`src/design/fp_format_pkg.sv`:
```
/*
 * Binary32 format definitions
 * Field widths, the packed operand layout, per-operand classification
 * flags, the exception status word and the one-hot FCLASS mask
 */
package fp_format_pkg;

  // --------------------------------------------------------------------------
  // Format widths
  // --------------------------------------------------------------------------
  localparam int unsigned fp_width_p  = 32;
  localparam int unsigned exp_bits_p  = 8;
  localparam int unsigned man_bits_p  = 23;

  // Operand layout, sign in the top bit
  typedef struct packed {
    logic                  sign;
    logic [exp_bits_p-1:0] exponent;
    logic [man_bits_p-1:0] mantissa;
  } fp_t;

  // Quiet NaN with positive sign and only the top mantissa bit set
  localparam fp_t canonical_nan_p = 32'h7fc0_0000;

  // Kind of one operand, exactly one of the first five is set
  typedef struct packed {
    logic is_zero;
    logic is_subnormal;
    logic is_normal;
    logic is_inf;
    logic is_nan;
    logic is_signalling;
  } fp_info_t;

  // IEEE 754 exception flags, NV in the top bit
  typedef struct packed {
    logic NV;
    logic DZ;
    logic OF;
    logic UF;
    logic NX;
  } fp_status_t;

  // FCLASS result, one bit per class
  typedef enum logic [9:0] {
    NEGINF     = 10'b00_0000_0001,
    NEGNORM    = 10'b00_0000_0010,
    NEGSUBNORM = 10'b00_0000_0100,
    NEGZERO    = 10'b00_0000_1000,
    POSZERO    = 10'b00_0001_0000,
    POSSUBNORM = 10'b00_0010_0000,
    POSNORM    = 10'b00_0100_0000,
    POSINF     = 10'b00_1000_0000,
    SNAN       = 10'b01_0000_0000,
    QNAN       = 10'b10_0000_0000
  } class_mask_e;

endpackage

```
`src/design/noncomp_op_pkg.sv`:
```
/*
 * Opcodes of the non-computational FP unit
 * Opcode enum plus helpers that sort an opcode into its group
 */
package noncomp_op_pkg;

  localparam int unsigned op_width_p = 4;

  typedef enum logic [op_width_p-1:0] {
    OP_SGNJ   = 4'd0,
    OP_SGNJN  = 4'd1,
    OP_SGNJX  = 4'd2,
    OP_MIN    = 4'd3,
    OP_MAX    = 4'd4,
    OP_FLE    = 4'd5,
    OP_FLT    = 4'd6,
    OP_FEQ    = 4'd7,
    OP_FCLASS = 4'd8
  } noncomp_op_e;

  // --------------------------------------------------------------------------
  // Group helpers
  // --------------------------------------------------------------------------
  function automatic logic is_sgnj_op(noncomp_op_e op);
    return op inside {OP_SGNJ, OP_SGNJN, OP_SGNJX};
  endfunction

  function automatic logic is_minmax_op(noncomp_op_e op);
    return op inside {OP_MIN, OP_MAX};
  endfunction

  function automatic logic is_cmp_op(noncomp_op_e op);
    return op inside {OP_FLE, OP_FLT, OP_FEQ};
  endfunction

  // Any encoding the unit knows, codes 9 to 15 are unused
  function automatic logic is_valid_op(noncomp_op_e op);
    return is_sgnj_op(op) | is_minmax_op(op) | is_cmp_op(op) | (op == OP_FCLASS);
  endfunction

endpackage

```
`src/design/fp_classifier.sv`:
```
/*
 * Binary32 operand classifier
 * Sorts each of two operands into zero, subnormal, normal, infinity
 * or NaN and marks signalling NaNs
 */
`timescale 1ns/1ps

module fp_classifier
  import fp_format_pkg::*;
(
  input  fp_t      [1:0] operands_i,
  output fp_info_t [1:0] info_o
);

  for (genvar i = 0; i < 2; i++) begin : gen_operand
    logic exp_zero;
    logic exp_max;
    logic man_zero;
    logic is_nan;

    // Exponent field all zeros or all ones
    assign exp_zero = (operands_i[i].exponent == '0);
    assign exp_max  = (operands_i[i].exponent == {exp_bits_p{1'b1}});
    assign man_zero = (operands_i[i].mantissa == '0);

    // Max exponent with any payload
    assign is_nan = exp_max & ~man_zero;

    assign info_o[i] = '{
      is_zero:       exp_zero & man_zero,
      is_subnormal:  exp_zero & ~man_zero,
      is_normal:     ~exp_zero & ~exp_max,
      is_inf:        exp_max & man_zero,
      is_nan:        is_nan,
      // Quiet bit clear marks a signalling NaN
      is_signalling: is_nan & ~operands_i[i].mantissa[man_bits_p-1]
    };
  end

endmodule

```
`src/design/pipe_stage.sv`:
```
/*
 * Valid/ready register chain
 * NumRegs enable-register stages with synchronous flush, carrying one
 * flat data word; zero stages give a combinational path
 */
`timescale 1ns/1ps

module pipe_stage #(
  parameter int unsigned NumRegs   = 1,
  parameter int unsigned DataWidth = 8
) (
  input  logic                 clk_i,
  input  logic                 rst_n_i,
  input  logic                 flush_i,
  // Upstream side
  input  logic                 in_valid_i,
  output logic                 in_ready_o,
  input  logic [DataWidth-1:0] in_data_i,
  // Downstream side
  output logic                 out_valid_o,
  input  logic                 out_ready_i,
  output logic [DataWidth-1:0] out_data_o,
  // Any stage holds an item
  output logic                 busy_o
);

  // Index i is the view after i stages, index 0 is the input
  logic [NumRegs:0]                valid;
  logic [NumRegs:0]                ready;
  logic [NumRegs:0][DataWidth-1:0] data;

  assign valid[0]   = in_valid_i;
  assign data[0]    = in_data_i;
  assign in_ready_o = ready[0];

  // --------------------------------------------------------------------------
  // Register stages
  // --------------------------------------------------------------------------
  for (genvar i = 0; i < NumRegs; i++) begin : gen_stage
    logic                 valid_q;
    logic [DataWidth-1:0] data_q;
    logic                 load;

    // Take a new item when the next stage takes ours or we hold a bubble
    assign ready[i] = ready[i+1] | ~valid_q;
    // Payload only moves with a valid item
    assign load     = ready[i] & valid[i];

    always_ff @(posedge clk_i) begin
      if (!rst_n_i) begin
        valid_q <= 1'b0;
      end else if (flush_i) begin
        valid_q <= 1'b0;
      end else if (ready[i]) begin
        valid_q <= valid[i];
      end
    end

    // No reset on payload
    always_ff @(posedge clk_i) begin
      if (load) begin
        data_q <= data[i];
      end
    end

    assign valid[i+1] = valid_q;
    assign data[i+1]  = data_q;
  end

  // Last stage sees the sink directly
  assign ready[NumRegs] = out_ready_i;
  assign out_valid_o    = valid[NumRegs];
  assign out_data_o     = data[NumRegs];

  if (NumRegs == 0) begin : gen_no_busy
    assign busy_o = 1'b0;
  end else begin : gen_busy
    assign busy_o = |valid[NumRegs:1];
  end

  // A stalled item must not change under the sink
  a_out_data_hold: assert property (@(posedge clk_i) disable iff (!rst_n_i)
    out_valid_o && !out_ready_i && !flush_i |=> $stable(out_data_o))
    else $error("pipe_stage: output data changed while stalled");

endmodule

```
`src/design/fp_noncomp_ops.sv`:
```
/*
 * Non-computational binary32 operations
 * Sign injection, min/max, LE/LT/EQ comparison and FCLASS, followed
 * by result and flag selection on the opcode
 */
`timescale 1ns/1ps

module fp_noncomp_ops
  import fp_format_pkg::*;
  import noncomp_op_pkg::*;
(
  input  fp_t         operand_a_i,
  input  fp_t         operand_b_i,
  input  fp_info_t    info_a_i,
  input  fp_info_t    info_b_i,
  input  noncomp_op_e op_i,
  output fp_t         result_o,
  output fp_status_t  status_o
);

  // --------------------------------------------------------------------------
  // Shared operand relations
  // --------------------------------------------------------------------------
  logic any_nan;
  logic any_snan;
  logic ops_equal;
  logic a_smaller;

  assign any_nan  = info_a_i.is_nan | info_b_i.is_nan;
  assign any_snan = info_a_i.is_signalling | info_b_i.is_signalling;

  // Bitwise match, or +0 against -0
  assign ops_equal = (operand_a_i == operand_b_i) | (info_a_i.is_zero & info_b_i.is_zero);

  // Sign-magnitude order from an unsigned compare
  // Flipped when a negative sign is involved, so -0 lands below +0
  assign a_smaller = (operand_a_i < operand_b_i) ^ (operand_a_i.sign | operand_b_i.sign);

  // --------------------------------------------------------------------------
  // Sign injection
  // --------------------------------------------------------------------------
  fp_t sgnj_result;

  always_comb begin
    // Magnitude always from A
    sgnj_result = operand_a_i;
    case (op_i)
      OP_SGNJN: sgnj_result.sign = ~operand_b_i.sign;
      OP_SGNJX: sgnj_result.sign = operand_a_i.sign ^ operand_b_i.sign;
      default:  sgnj_result.sign = operand_b_i.sign;
    endcase
  end

  // --------------------------------------------------------------------------
  // Minimum and maximum
  // --------------------------------------------------------------------------
  fp_t        minmax_result;
  fp_status_t minmax_status;

  always_comb begin
    minmax_status    = '0;
    // Quiet operation, only sNaN is invalid
    minmax_status.NV = any_snan;
    if (info_a_i.is_nan && info_b_i.is_nan) begin
      minmax_result = canonical_nan_p;
    end else if (info_a_i.is_nan) begin
      minmax_result = operand_b_i;
    end else if (info_b_i.is_nan) begin
      minmax_result = operand_a_i;
    end else if (op_i == OP_MAX) begin
      minmax_result = a_smaller ? operand_b_i : operand_a_i;
    end else begin
      minmax_result = a_smaller ? operand_a_i : operand_b_i;
    end
  end

  // --------------------------------------------------------------------------
  // Comparisons
  // --------------------------------------------------------------------------
  logic       cmp_bit;
  fp_status_t cmp_status;

  always_comb begin
    cmp_bit    = 1'b0;
    cmp_status = '0;
    if (any_snan) begin
      // sNaN is always invalid and compares false
      cmp_status.NV = 1'b1;
    end else begin
      case (op_i)
        OP_FLE: begin
          // Signalling compare, any NaN is invalid
          if (any_nan) cmp_status.NV = 1'b1;
          else         cmp_bit = a_smaller | ops_equal;
        end
        OP_FLT: begin
          if (any_nan) cmp_status.NV = 1'b1;
          else         cmp_bit = a_smaller & ~ops_equal;
        end
        default: begin
          // FEQ is quiet, qNaN just gives false
          cmp_bit = ~any_nan & ops_equal;
        end
      endcase
    end
  end

  // --------------------------------------------------------------------------
  // Classification of operand A
  // --------------------------------------------------------------------------
  class_mask_e class_mask;

  always_comb begin
    if (info_a_i.is_normal) begin
      class_mask = operand_a_i.sign ? NEGNORM : POSNORM;
    end else if (info_a_i.is_subnormal) begin
      class_mask = operand_a_i.sign ? NEGSUBNORM : POSSUBNORM;
    end else if (info_a_i.is_zero) begin
      class_mask = operand_a_i.sign ? NEGZERO : POSZERO;
    end else if (info_a_i.is_inf) begin
      class_mask = operand_a_i.sign ? NEGINF : POSINF;
    end else begin
      class_mask = info_a_i.is_signalling ? SNAN : QNAN;
    end
  end

  // --------------------------------------------------------------------------
  // Result selection
  // --------------------------------------------------------------------------
  always_comb begin
    if (is_sgnj_op(op_i)) begin
      result_o = sgnj_result;
      status_o = '0;
    end else if (is_minmax_op(op_i)) begin
      result_o = minmax_result;
      status_o = minmax_status;
    end else if (is_cmp_op(op_i)) begin
      // Boolean in bit 0
      result_o = fp_t'(fp_width_p'(cmp_bit));
      status_o = cmp_status;
    end else begin
      // Mask zero-extended, no flags
      result_o = fp_t'(fp_width_p'(class_mask));
      status_o = '0;
    end
  end

endmodule

```
`src/design/fp_noncomp_top.sv`:
```
/*
 * Non-computational binary32 FP unit
 * Input register chain, classifier and operation logic, then output
 * register chain, all under one valid/ready handshake with flush
 */
`timescale 1ns/1ps

module fp_noncomp_top
  import fp_format_pkg::*;
  import noncomp_op_pkg::*;
#(
  parameter int unsigned TagWidth   = 4,
  parameter int unsigned NumInRegs  = 1,
  parameter int unsigned NumOutRegs = 1
) (
  input  logic                  clk_i,
  input  logic                  rst_n_i,
  input  logic                  flush_i,
  // Operation in
  input  fp_t                   operand_a_i,
  input  fp_t                   operand_b_i,
  input  noncomp_op_e           op_i,
  input  logic [TagWidth-1:0]   tag_i,
  input  logic                  in_valid_i,
  output logic                  in_ready_o,
  // Result out
  output logic [fp_width_p-1:0] result_o,
  output fp_status_t            status_o,
  output logic [TagWidth-1:0]   tag_o,
  output logic                  out_valid_o,
  input  logic                  out_ready_i,
  output logic                  busy_o
);

  localparam int unsigned status_width_p = $bits(fp_status_t);
  // Input word {op, tag, B, A}, output word {tag, status, result}
  localparam int unsigned in_width_p  = 2 * fp_width_p + op_width_p + TagWidth;
  localparam int unsigned out_width_p = fp_width_p + status_width_p + TagWidth;

  logic [in_width_p-1:0]  in_word;
  logic [in_width_p-1:0]  stage_word;
  logic [out_width_p-1:0] res_word;
  logic [out_width_p-1:0] out_word;
  logic                   stage_valid;
  logic                   stage_ready;
  logic                   in_busy;
  logic                   out_busy;
  fp_t      [1:0]         stage_operands;
  noncomp_op_e            stage_op;
  logic [TagWidth-1:0]    stage_tag;
  fp_info_t [1:0]         stage_info;
  fp_t                    ops_result;
  fp_status_t             ops_status;

  // --------------------------------------------------------------------------
  // Input stages
  // --------------------------------------------------------------------------
  assign in_word = {op_i, tag_i, operand_b_i, operand_a_i};

  pipe_stage #(
    .NumRegs   (NumInRegs),
    .DataWidth (in_width_p)
  ) u_in_pipe (
    .clk_i       (clk_i),
    .rst_n_i     (rst_n_i),
    .flush_i     (flush_i),
    .in_valid_i  (in_valid_i),
    .in_ready_o  (in_ready_o),
    .in_data_i   (in_word),
    .out_valid_o (stage_valid),
    .out_ready_i (stage_ready),
    .out_data_o  (stage_word),
    .busy_o      (in_busy)
  );

  // Operand A sits at index 0
  assign stage_operands = stage_word[2*fp_width_p-1:0];
  assign stage_tag      = stage_word[2*fp_width_p +: TagWidth];
  assign stage_op       = noncomp_op_e'(stage_word[in_width_p-1 -: op_width_p]);

  fp_classifier u_classifier (
    .operands_i (stage_operands),
    .info_o     (stage_info)
  );

  fp_noncomp_ops u_ops (
    .operand_a_i (stage_operands[0]),
    .operand_b_i (stage_operands[1]),
    .info_a_i    (stage_info[0]),
    .info_b_i    (stage_info[1]),
    .op_i        (stage_op),
    .result_o    (ops_result),
    .status_o    (ops_status)
  );

  // --------------------------------------------------------------------------
  // Output stages
  // --------------------------------------------------------------------------
  assign res_word = {stage_tag, ops_status, ops_result};

  pipe_stage #(
    .NumRegs   (NumOutRegs),
    .DataWidth (out_width_p)
  ) u_out_pipe (
    .clk_i       (clk_i),
    .rst_n_i     (rst_n_i),
    .flush_i     (flush_i),
    .in_valid_i  (stage_valid),
    .in_ready_o  (stage_ready),
    .in_data_i   (res_word),
    .out_valid_o (out_valid_o),
    .out_ready_i (out_ready_i),
    .out_data_o  (out_word),
    .busy_o      (out_busy)
  );

  assign result_o = out_word[fp_width_p-1:0];
  assign status_o = fp_status_t'(out_word[fp_width_p +: status_width_p]);
  assign tag_o    = out_word[out_width_p-1 -: TagWidth];
  assign busy_o   = in_busy | out_busy;

  // Item reaching the ops must carry a known opcode
  a_defined_op: assert property (@(posedge clk_i) disable iff (!rst_n_i)
    stage_valid |-> is_valid_op(stage_op))
    else $error("fp_noncomp_top: undefined opcode %0d in flight", stage_op);

endmodule

```
`config.mk`:
```
export PLATFORM = sky130hd
export DESIGN_NAME = fp_noncomp_top
export DESIGN_NICKNAME = d
export VERILOG_FILES = /design/src/design/fp_format_pkg.sv /design/src/design/noncomp_op_pkg.sv /design/src/design/fp_classifier.sv /design/src/design/pipe_stage.sv /design/src/design/fp_noncomp_ops.sv /design/src/design/fp_noncomp_top.sv
export SDC_FILE = /design/constraint.sdc
export NUM_CORES = 1
export LEC_CHECK = 0
export BUFFER_PORTS_ARGS = -buffer_cell sky130_fd_sc_hd__buf_2
export CORE_AREA = 3 3 148 93
export CTS_BUF_LIST = sky130_fd_sc_hd__clkbuf_4
export CTS_CLUSTER_DIAMETER = 150
export DETAILED_ROUTE_END_ITERATION = 12
export DIE_AREA = 0 0 151 96
export GPL_TIMING_DRIVEN = 0
export PLACE_DENSITY = 0.66
export SLEW_MARGIN = 10
export SYNTH_ARGS = -nofsm -noshare
export SYNTH_HDL_FRONTEND = slang
export SYNTH_SLANG_ARGS = --single-unit
```
`constraint.sdc`:
```
create_clock -name clk_i -period 4.98 [get_ports clk_i]
set_clock_uncertainty 0.2 [all_clocks]
set_input_delay 0.249 -clock clk_i [delete_from_list [all_inputs] [get_ports clk_i]]
set_output_delay 0.249 -clock clk_i [all_outputs]
set_load 0.01 [all_outputs]
```
Yosys cells after proc, flatten, opt, wreduce, memory -nomap -nowiden
Index checks and enable logic that the tools add are counted.
{"block": "op_classes", "shifts": 0, "eq_ne": 10, "add_sub_neg": 0, "reduce_logical": 12, "n_lt_le_gt_ge": 1, "n_mux": 28, "bitwise_logic": 36, "n_div": 0, "multipliers": 0}
{"op": "$mux W32", "count": 8}
{"op": "$mux W10", "count": 6}
{"op": "$logic_not A23 Y1", "count": 2}
{"op": "$eq A32 B32 Y1", "count": 1}
{"op": "$lt A32 B32 Y1", "count": 1}
{"op": "$eq A4 B3 Y1 const B", "count": 4}
{"op": "$eq A8 B8 Y1 const B", "count": 2}
{"op": "$logic_not A8 Y1", "count": 2}
{"op": "$mux W5", "count": 3}
{"op": "$and A1 B1 Y1", "count": 14}
{"op": "$not A1 Y1", "count": 12}
{"op": "$eq A4 B2 Y1 const B", "count": 2}
{"op": "$mux W8", "count": 1}
{"op": "$or A1 B1 Y1", "count": 8}
{"op": "$mux W7", "count": 1}
{"op": "$mux W1", "count": 6}
{"op": "$mux W6", "count": 1}
{"op": "$reduce_bool A3 Y1", "count": 2}
{"op": "$reduce_or A2 Y1", "count": 3}
{"op": "$eq A4 B1 Y1 const B", "count": 1}
{"op": "$logic_not A4 Y1", "count": 1}
{"op": "$pmux W1 S2", "count": 2}
{"op": "$reduce_bool A2 Y1", "count": 1}
{"op": "$xor A1 B1 Y1", "count": 2}
{"op": "$logic_and A1 B1 Y1", "count": 1}
{"block": "word_totals", "n_memories": 0, "mem_bits_rw": 0, "output_inout_bits": 44, "latchBits": 0, "reg_bits": 115, "input_bits": 77, "wordCells": 93, "rom_bits": 0}

Logic depth before layout (Yosys ltp)
Gate-level depths: netlist (run 1).
{"block": "logic_depth", "depth_word": 12, "depth_mapped": 11, "depth_no_buf": 10}

Hierarchy
A second synthesis (run 1) with hierarchy kept.
{"block": "unflattened", "cells_unflattened": 407, "area_unflattened_um2": 5502.8}
{"module": "pipe_stage (u_in_pipe)", "cells_per_inst": 79, "area_per_inst_um2": 2230.9, "n_inst": 1, "seq_area_each_um2": 2182.1}
{"module": "fp_noncomp_ops", "cells_per_inst": 233, "area_per_inst_um2": 1652.8, "n_inst": 1, "seq_area_each_um2": 0.0}
{"module": "pipe_stage (u_out_pipe)", "cells_per_inst": 48, "area_per_inst_um2": 1300.0, "n_inst": 1, "seq_area_each_um2": 1251.2}
{"module": "fp_classifier", "cells_per_inst": 46, "area_per_inst_um2": 312.8, "n_inst": 1, "seq_area_each_um2": 0.0}
{"module": "fp_noncomp_top", "cells_per_inst": 1, "area_per_inst_um2": 6.3, "n_inst": 1, "seq_area_each_um2": 0.0}

Least setup slack after synthesis (run 1)
Ideal clock, no wire load.
{"block": "synth_path", "kind": "flip-flop to flip-flop", "start": "reg u_in_pipe.gen_stage[0].data_q[31], in the netlist u_in_pipe.out_data_o[31]", "end": "reg u_out_pipe.gen_stage[0].data_q[1], in the netlist u_out_pipe.out_data_o[1], data pin", "synth_period_minus_slack_ns": 3.552, "setup_ns": 0.261, "arrival_ns": 3.091, "path_buffers": 1, "stages_incl_launch_ff": 12, "path_slack_ns": 1.428, "required_ns": 4.519, "path_cell_list": "edfxtp_1 inv_1 ha_1 nand4b_4 nor4_1 inv_1 a31o_2 a211oi_2 mux2_4 a31o_4 buf_6 a221o_1"}
{"element": "start, declared", "line_no": "pipe_stage.sv:41", "source": "logic [DataWidth-1:0] data_q;"}
{"element": "start signal, assigned", "line_no": "pipe_stage.sv:62", "source": "data_q <= data[i];"}
{"element": "end signal, assigned", "line_no": "pipe_stage.sv:62"}
{"element": "end, declared", "line_no": "pipe_stage.sv:41"}

==> key figures, run 1 <==
Timing
  – Tcrit/Tclk final: between 80 and 90%
  – Max_slew headroom: 51.7%
  – Achievable Freq: roughly 230 MHz
  – Fin. max-slew vios: 0
  – RSZ-0062 raised after global routing: no
  – Worst-margin pin slew: approximately 0.72 ns
  – Final min period: 4.38 ns
  – Fin. Hold Viols: 0
  – Endpoints failing setup: 0
  – Setup TNS: 0 ns

Clocking
  – CTS tree: yes
  – Reg clk slew, reported paths: about 0.18 ns
  – Clock Tree Root: clkbuf_4
  – Htree depth: 3
  – CTS max path bufs: 2
  – CTS Buf Count: 9
  – Clock sink count: 111
  – Clk_lat worst skew: approximately 0.47 ns

Setup path
  – Worst Path Buf+Inv: 3
  – CP required: about 5.1 ns
  – CP arrival: approximately 4.5 ns
  – Crit. End Element: flip-flop
  – Crit path kind: flip-flop to flip-flop
  – CP delay by family, top: compound AO/OA/AOI/OAI gates
  – Largest stage delay on the critical path: 0.61 ns
  – Worst-path fanout max: 10
  – Type of origin of the critical path: flip-flop
  – Worst path slowest cell: a211oi_1
  – Cells along the critical path: inv_1, ha_1, nand4b_4, nor4_1, inv_1, a31o_2, a211oi_2, xor2_1, a211oi_1, clkbuf_1, a22o_1
  – Crit-path most repeated cell: inv_1

Route
  – Wirelength per Cell: around 18 µm
  – Final WL: approximately 14 mm
  – Starting DRC count in detailed routing: around 270
  – Post-DRT Antenna Nets: 0
  – Via density: 5.23
  – Via count: 4040
  – DRT Pass-1 Iters: 6
  – Drt drc: 0

Yosys
  – Sequential element share of the synthesized area: roughly 64%
  – Top cells by area, synth: edfxtp_1 (63%), ha_1 (8.0%), a22o_1 (3.7%), inv_1 (2.6%), a21oi_1 (2.1%)
  – Post-synth EDFFs: roughly 110
  – Area leader, netlist: edfxtp_1
  – Synth top area share: 63.0%
  – Ys flop type: edfxtp_1
  – Yosys reg bits: 111
  – Ys async rst share: 0%
  – Cell count after synthesis: 387
  – Avg Cell Area, Syn: approximately 13 µm²
  – Synth cell types: 51
  – Warnings from Yosys: 0
  – Post-synth design cell area: slightly above 5000 µm²

Place
  – Post-DP HPWL: a little under 10 mm
  – Placed Area: 6050 µm²
  – I/O Buffers: about 120
  – GPL Wtd Cong: between 0.8 and 0.9

Power
  – Total power: around 1800 µW
  – P per Cell Area: between 200 and 300 nW/µm²
  – Leakage power: between 0.002 and 0.003 µW
  – Peak VDD IR: roughly 0.12 mV

Finish
  – # nets final: 707
  – Most used cells in the layout excluding fill and tap cells: buf_2 (118), edfxtp_1 (109), dlygate4sd3_1 (78), inv_1 (36), ha_1 (33)
  – Commonest non-fill, non-tap cell in the layout: buf_2
  – P&R area growth vs syn: 34.6%
  – Layout cells sized above 1: about a quarter
  – Fin area: between 6000 and 7000 µm²
  – Final Core Density: between 50% and 60%
  – Fill cell count: ~1100
  – Diode count: 0

Job
  – Max-cap viol count: 0

Die
  – Starting density of the core: around 41%
  – Die Span X: ~150 µm
  – Die Ht: around 96 µm
  – Ports: between 100 and 150
  – Die area: 14500 µm²
  – Core area: approximately 13000 µm²
  – Row cnt: 32

Global routing
  – Number of global-route vias before repair: approximately 4000
  – First-pass GRT wire length: between 20 and 25 mm
  – Largest net degree at the start of global routing: 42
  – Gr usage total: approximately a fifth
  – Antenna violations before repair: 0
  – Global route overflow: 0

Status
  – Status: completed

Worst hold path
  – Worst Hold Class: flip-flop to flip-flop
[report_power, final]
part           switching [µW]  internal, µW
Clock                     307           168
Sequential               38.1          1080
Combinational             118           135
Total                     464          1380
[flip-flops by register name (all words and copies together), names as in the netlist]
| name | count |
|---|---|
| u_in_pipe.busy_o | 1 |
| u_in_pipe.out_data_o | 72 |
| u_out_pipe.out_data_o | 37 |
| u_out_pipe.busy_o | 1 |
[cell type report]
class,instances,area [µm²],area share [%]
timing repair buffer,196,1410,20.2
multi-input combinational,231,1690,24.2
sequential,111,3310,47.4
tap,170,213,3.04
inverter,36,135,1.93
clock buffer,10,75.1,1.07
clock inverter,6,77.6,1.11
buffer,12,77.6,1.11
[repair_timing]
item	in CTS	in global routing
resized for setup	0	0
setup buffers	0	0
hold buffers	78	0
hold endpoints to repair	74	0
[cell usage after synthesis (2+ instances only)]
master      n
dfxtp_1     2
buf_4       6
inv_1      36
a211o_1     2
clkbuf_1    3
or2_2       2
nor4_1     16
a31oi_1     2
a21oi_1    22
nor2_1     17
and2_1      2
nand4_1    14
edfxtp_1  109
nand2_1    23
nor2b_1     6
a211oi_1    4
nand2b_1    3
a22o_1     22
o21ai_0     7
ha_1       33
nor3_1     14
and3_1      2
nand3_1     3
a221o_1     9
buf_2       2
[cell families (layout without fill, tap and decap cells)]
kind of cell	Yosys count	in the layout	share of synthesized area, %
DFF	111	111	63.8
AOI/OAI and AO/OA	87	87	12.9
xor gates and xnor gates	2	2	0.337
other	1	4	0.0722
adders and majority gates	33	33	7.95
muxes	1	1	0.289
buffers and inverters	48	260	4.10
and+or+nand+nor	104	104	10.5
[worst register-to-register path, delay by kind of cell (launching register included)]
family | cells | cell delay, ns
compound gates | 4 | 1.50
buf+inv | 3 | 0.76
simple gates | 2 | 0.76
flops | 1 | 0.56
fa+ha+maj | 1 | 0.37
xor+xnor | 1 | 0.12
[metrics by stage]
step,instances,worst slack [ns],hold WS (ns)
2_1_floorplan,390,1.43,0.148
3_3_place_gp,676,0.726,0.203
3_5_place_dp,678,0.684,0.213
4_1_cts,772,0.637,0.234
5_1_grt,772,0.230,0.236
6_report,772,0.601,0.243
[path summary, 6_finish.rpt]
check             slack, ns  cells after the start                        end                startpoint
setup reg to reg       0.60                     11  u_out_pipe.out_data_o[13]  u_in_pipe.out_data_o[31]
setup / recovery       0.60                     11  u_out_pipe.out_data_o[13]  u_in_pipe.out_data_o[31]
hold / removal         0.24                      0  u_out_pipe.out_data_o[40]  u_in_pipe.out_data_o[67]
hold reg to reg        0.24                      0  u_out_pipe.out_data_o[40]  u_in_pipe.out_data_o[67]
[per-layer routing]
metal / vias up / GRT usage [%] / part of all wire, %
li1: 1926 / - / -
met1: 1909 / 28.5 / 49
met2: 188 / 28.2 / 42
met3: 17 / 5.22 / 8.1
met4: 0 / 4.15 / 1.2
met5: - / 0 / 0
Note: power is estimated with default switching activity, not from simulation.
==> run 2, diff against run 1 <==
--- a/config.mk
+++ b/config.mk
@@ -13,6 +13,7 @@
 export DIE_AREA = 0 0 151 96
 export GPL_TIMING_DRIVEN = 0
 export PLACE_DENSITY = 0.66
+export RECOVER_POWER = 50
 export SLEW_MARGIN = 10
 export SYNTH_ARGS = -nofsm -noshare
 export SYNTH_HDL_FRONTEND = slang
==> key figures, run 2 (same netlist as run 1, synthesis figures left out) <==
Status
  – Status: complete, but fails checks
  – Failing checks: capacitance limit, slew limit

Timing
  – Setup TNS: 0 ns
  – Tcrit/Tclk final: between 80% and 90%
  – Final min period: 4.39 ns
  – Achievable Freq: ~230 MHz
  – Worst-margin pin slew: between 1.5 and 2 ns
  – Fin. max-slew vios: 17
  – RSZ-0062 raised after global routing: no
  – Min Hold Slack: ~0.24 ns
  – Fin. Hold Viols: 0
  – Max_slew headroom: -24.2%
  – Endpoints failing setup: 0

Worst hold path
  – Worst Hold Class: flip-flop to flip-flop
  – Hold depth: 0

Die
  – Row cnt: 32
  – Die area: roughly 14000 µm²
  – Die Ht: around 96 µm
  – Ports: 121
  – Core area: roughly 13000 µm²
  – Starting density of the core: about 41%
  – Die Span X: between 150 and 200 µm

Finish
  – Commonest non-fill, non-tap cell in the layout: edfxtp_1
  – Most used cells in the layout excluding fill and tap cells: edfxtp_1 (109), dlygate4sd3_1 (78), buf_2 (77), clkbuf_1 (44), inv_1 (36)
  – Max reg flops: between 70 and 80
  – # nets final: just over 700
  – Diode count: 0
  – Final Core Density: 55.1%
  – Layout Cells excl Fill: between 700 and 800
  – Layout cells sized above 1: 18.4%
  – P&R area growth vs syn: 33.4%

Setup path
  – Worst reg2reg endpoint: u_out_pipe.out_data_o[13]
  – CP arrival: approximately 4.5 ns
  – Crit path kind: flip-flop to flip-flop
  – Cells along the critical path: inv_1, ha_1, nand4b_4, nor4_1, inv_1, a31o_2, a211oi_2, xor2_1, a211oi_1, clkbuf_1, a22o_1
  – R2r startpoint: u_in_pipe.out_data_o[31]
  – Worst-path fanout max: 10
  – Critical Path Sink: u_out_pipe.out_data_o[13]
  – CP startpoint: u_in_pipe.out_data_o[31]
  – R2R depth: 11
  – Type of origin of the critical path: flip-flop
  – Worst path slowest cell: a211oi_1
  – Crit-path most repeated cell: inv_1
  – Largest stage delay on the critical path: slightly above 0.6 ns
  – Reg-to-reg slack, setup: ~0.59 ns
  – Crit. End Element: flip-flop
  – CP required: 5.13 ns

Clocking
  – CTS resizes: 0
  – Clk_lat worst skew: between 0.4 and 0.5 ns
  – Htree depth: 3
  – Setup Buffers After CTS: 0
  – CTS tree: yes
  – CTS max path bufs: 2
  – Clock Tree Root: clkbuf_4
  – Clock sink count: roughly 110
  – Reg clk slew, reported paths: between 0.15 and 0.2 ns
  – CTS Buf Count: 9

Power
  – Peak VDD IR: between 0.1 and 0.15 mV
  – Leakage power: between 0.002 and 0.003 µW
  – P per Cell Area: between 200 and 300 nW/µm²

Route
  – Via density: approximately 5.2
  – Post-DRT Antenna Nets: 0
  – Via count: slightly above 4000
  – Wirelength per Cell: 17.6 µm
  – DRT Pass-1 Iters: 5
  – Final WL: 13.6 mm
  – Drt drc: 0
  – Starting DRC count in detailed routing: about 280

Place
  – GPL Wtd Cong: 0.855
  – Post-DP HPWL: a little under 10 mm
  – Dpl cells: between 600 and 700
  – I/O Buffers: 116

Global routing
  – Number of global-route vias before repair: between 4000 and 5000
  – Antenna violations before repair: 0
  – Largest net degree at the start of global routing: between 40 and 50
  – Global route overflow: 0
  – First-pass GRT wire length: 21.1 mm
  – Gr usage total: a little under a fifth

Job
  – Max-cap viol count: 1
## run 2: cell types whose count changed in the layout (fill, tap and decap cells not counted)
cell,previous run,this run
nor2b_1,5,6
clkbuf_1,3,44
buf_2,118,77
nor2b_4,1,0
## run 2: power by group
group          switching [µW]  internal [µW]  total, µW  leakage (µW)
registers                38.4           1080       1120       0.00109
clock network             306            168        474     0.0000806
logic                     118            132        251       0.00159
total                     463           1380       1840       0.00276
## run 2: metrics by stage
step	setup slack, ns	total power (µW)	area, µm²
after global routing	0.230	1920	6930
after global placement	0.726	1330	6000
after CTS	0.637	1860	6990
after floorplan	1.43	1250	5200
final	0.590	1840	6930
after detailed placement	0.684	1340	6050
## run 2: per-layer routing
layer / wire length (µm) / up-vias / GRT usage [%]
met4: 170 / 0 / 4.15
met1: 6650 / 1919 / 28.5
met5: 0 / - / 0
met2: 5610 / 180 / 28.2
li1: - / 1926 / -
met3: 1130 / 19 / 5.22
## run 2: worst min-delay path by stage
stage                                   from                   endpoint  slack, ns
global placement    u_in_pipe.out_data_o[67]  u_out_pipe.out_data_o[40]       0.20
finish              u_in_pipe.out_data_o[67]  u_out_pipe.out_data_o[40]       0.24
detailed placement  u_in_pipe.out_data_o[66]  u_out_pipe.out_data_o[39]       0.21
global route        u_in_pipe.out_data_o[65]  u_out_pipe.out_data_o[38]       0.24
floorplan                     operand_a_i[0]    u_in_pipe.out_data_o[0]       0.15
CTS                          operand_b_i[12]   u_in_pipe.out_data_o[44]       0.23
## run 2: final cells by class
class | count | area, µm²
well taps | 170 | 213
clock inverters | 6 | 77.6
inverters | 36 | 135
flip-flops and latches | 111 | 3310
plain buffers | 12 | 77.6
multi-input cells | 231 | 1680
repair buffers | 196 | 1360
fillers | 1090 | 5640
clock buffers | 10 | 75.1
## run 2: worst max-delay path, delay by kind of cell, from the launching register on
kind | cells | cell delay [ns]
xor+xnor | 1 | 0.12
compound gates | 4 | 1.51
flops | 1 | 0.56
buf+inv | 3 | 0.74
simple gates | 2 | 0.76
fa+ha+maj | 1 | 0.37
## run 2: timing repair
action | CTS | global route
endpoints found under the hold margin | 74 | 0
hold buffers | 78 | 0
endpoints found under the setup margin | 0 | 0
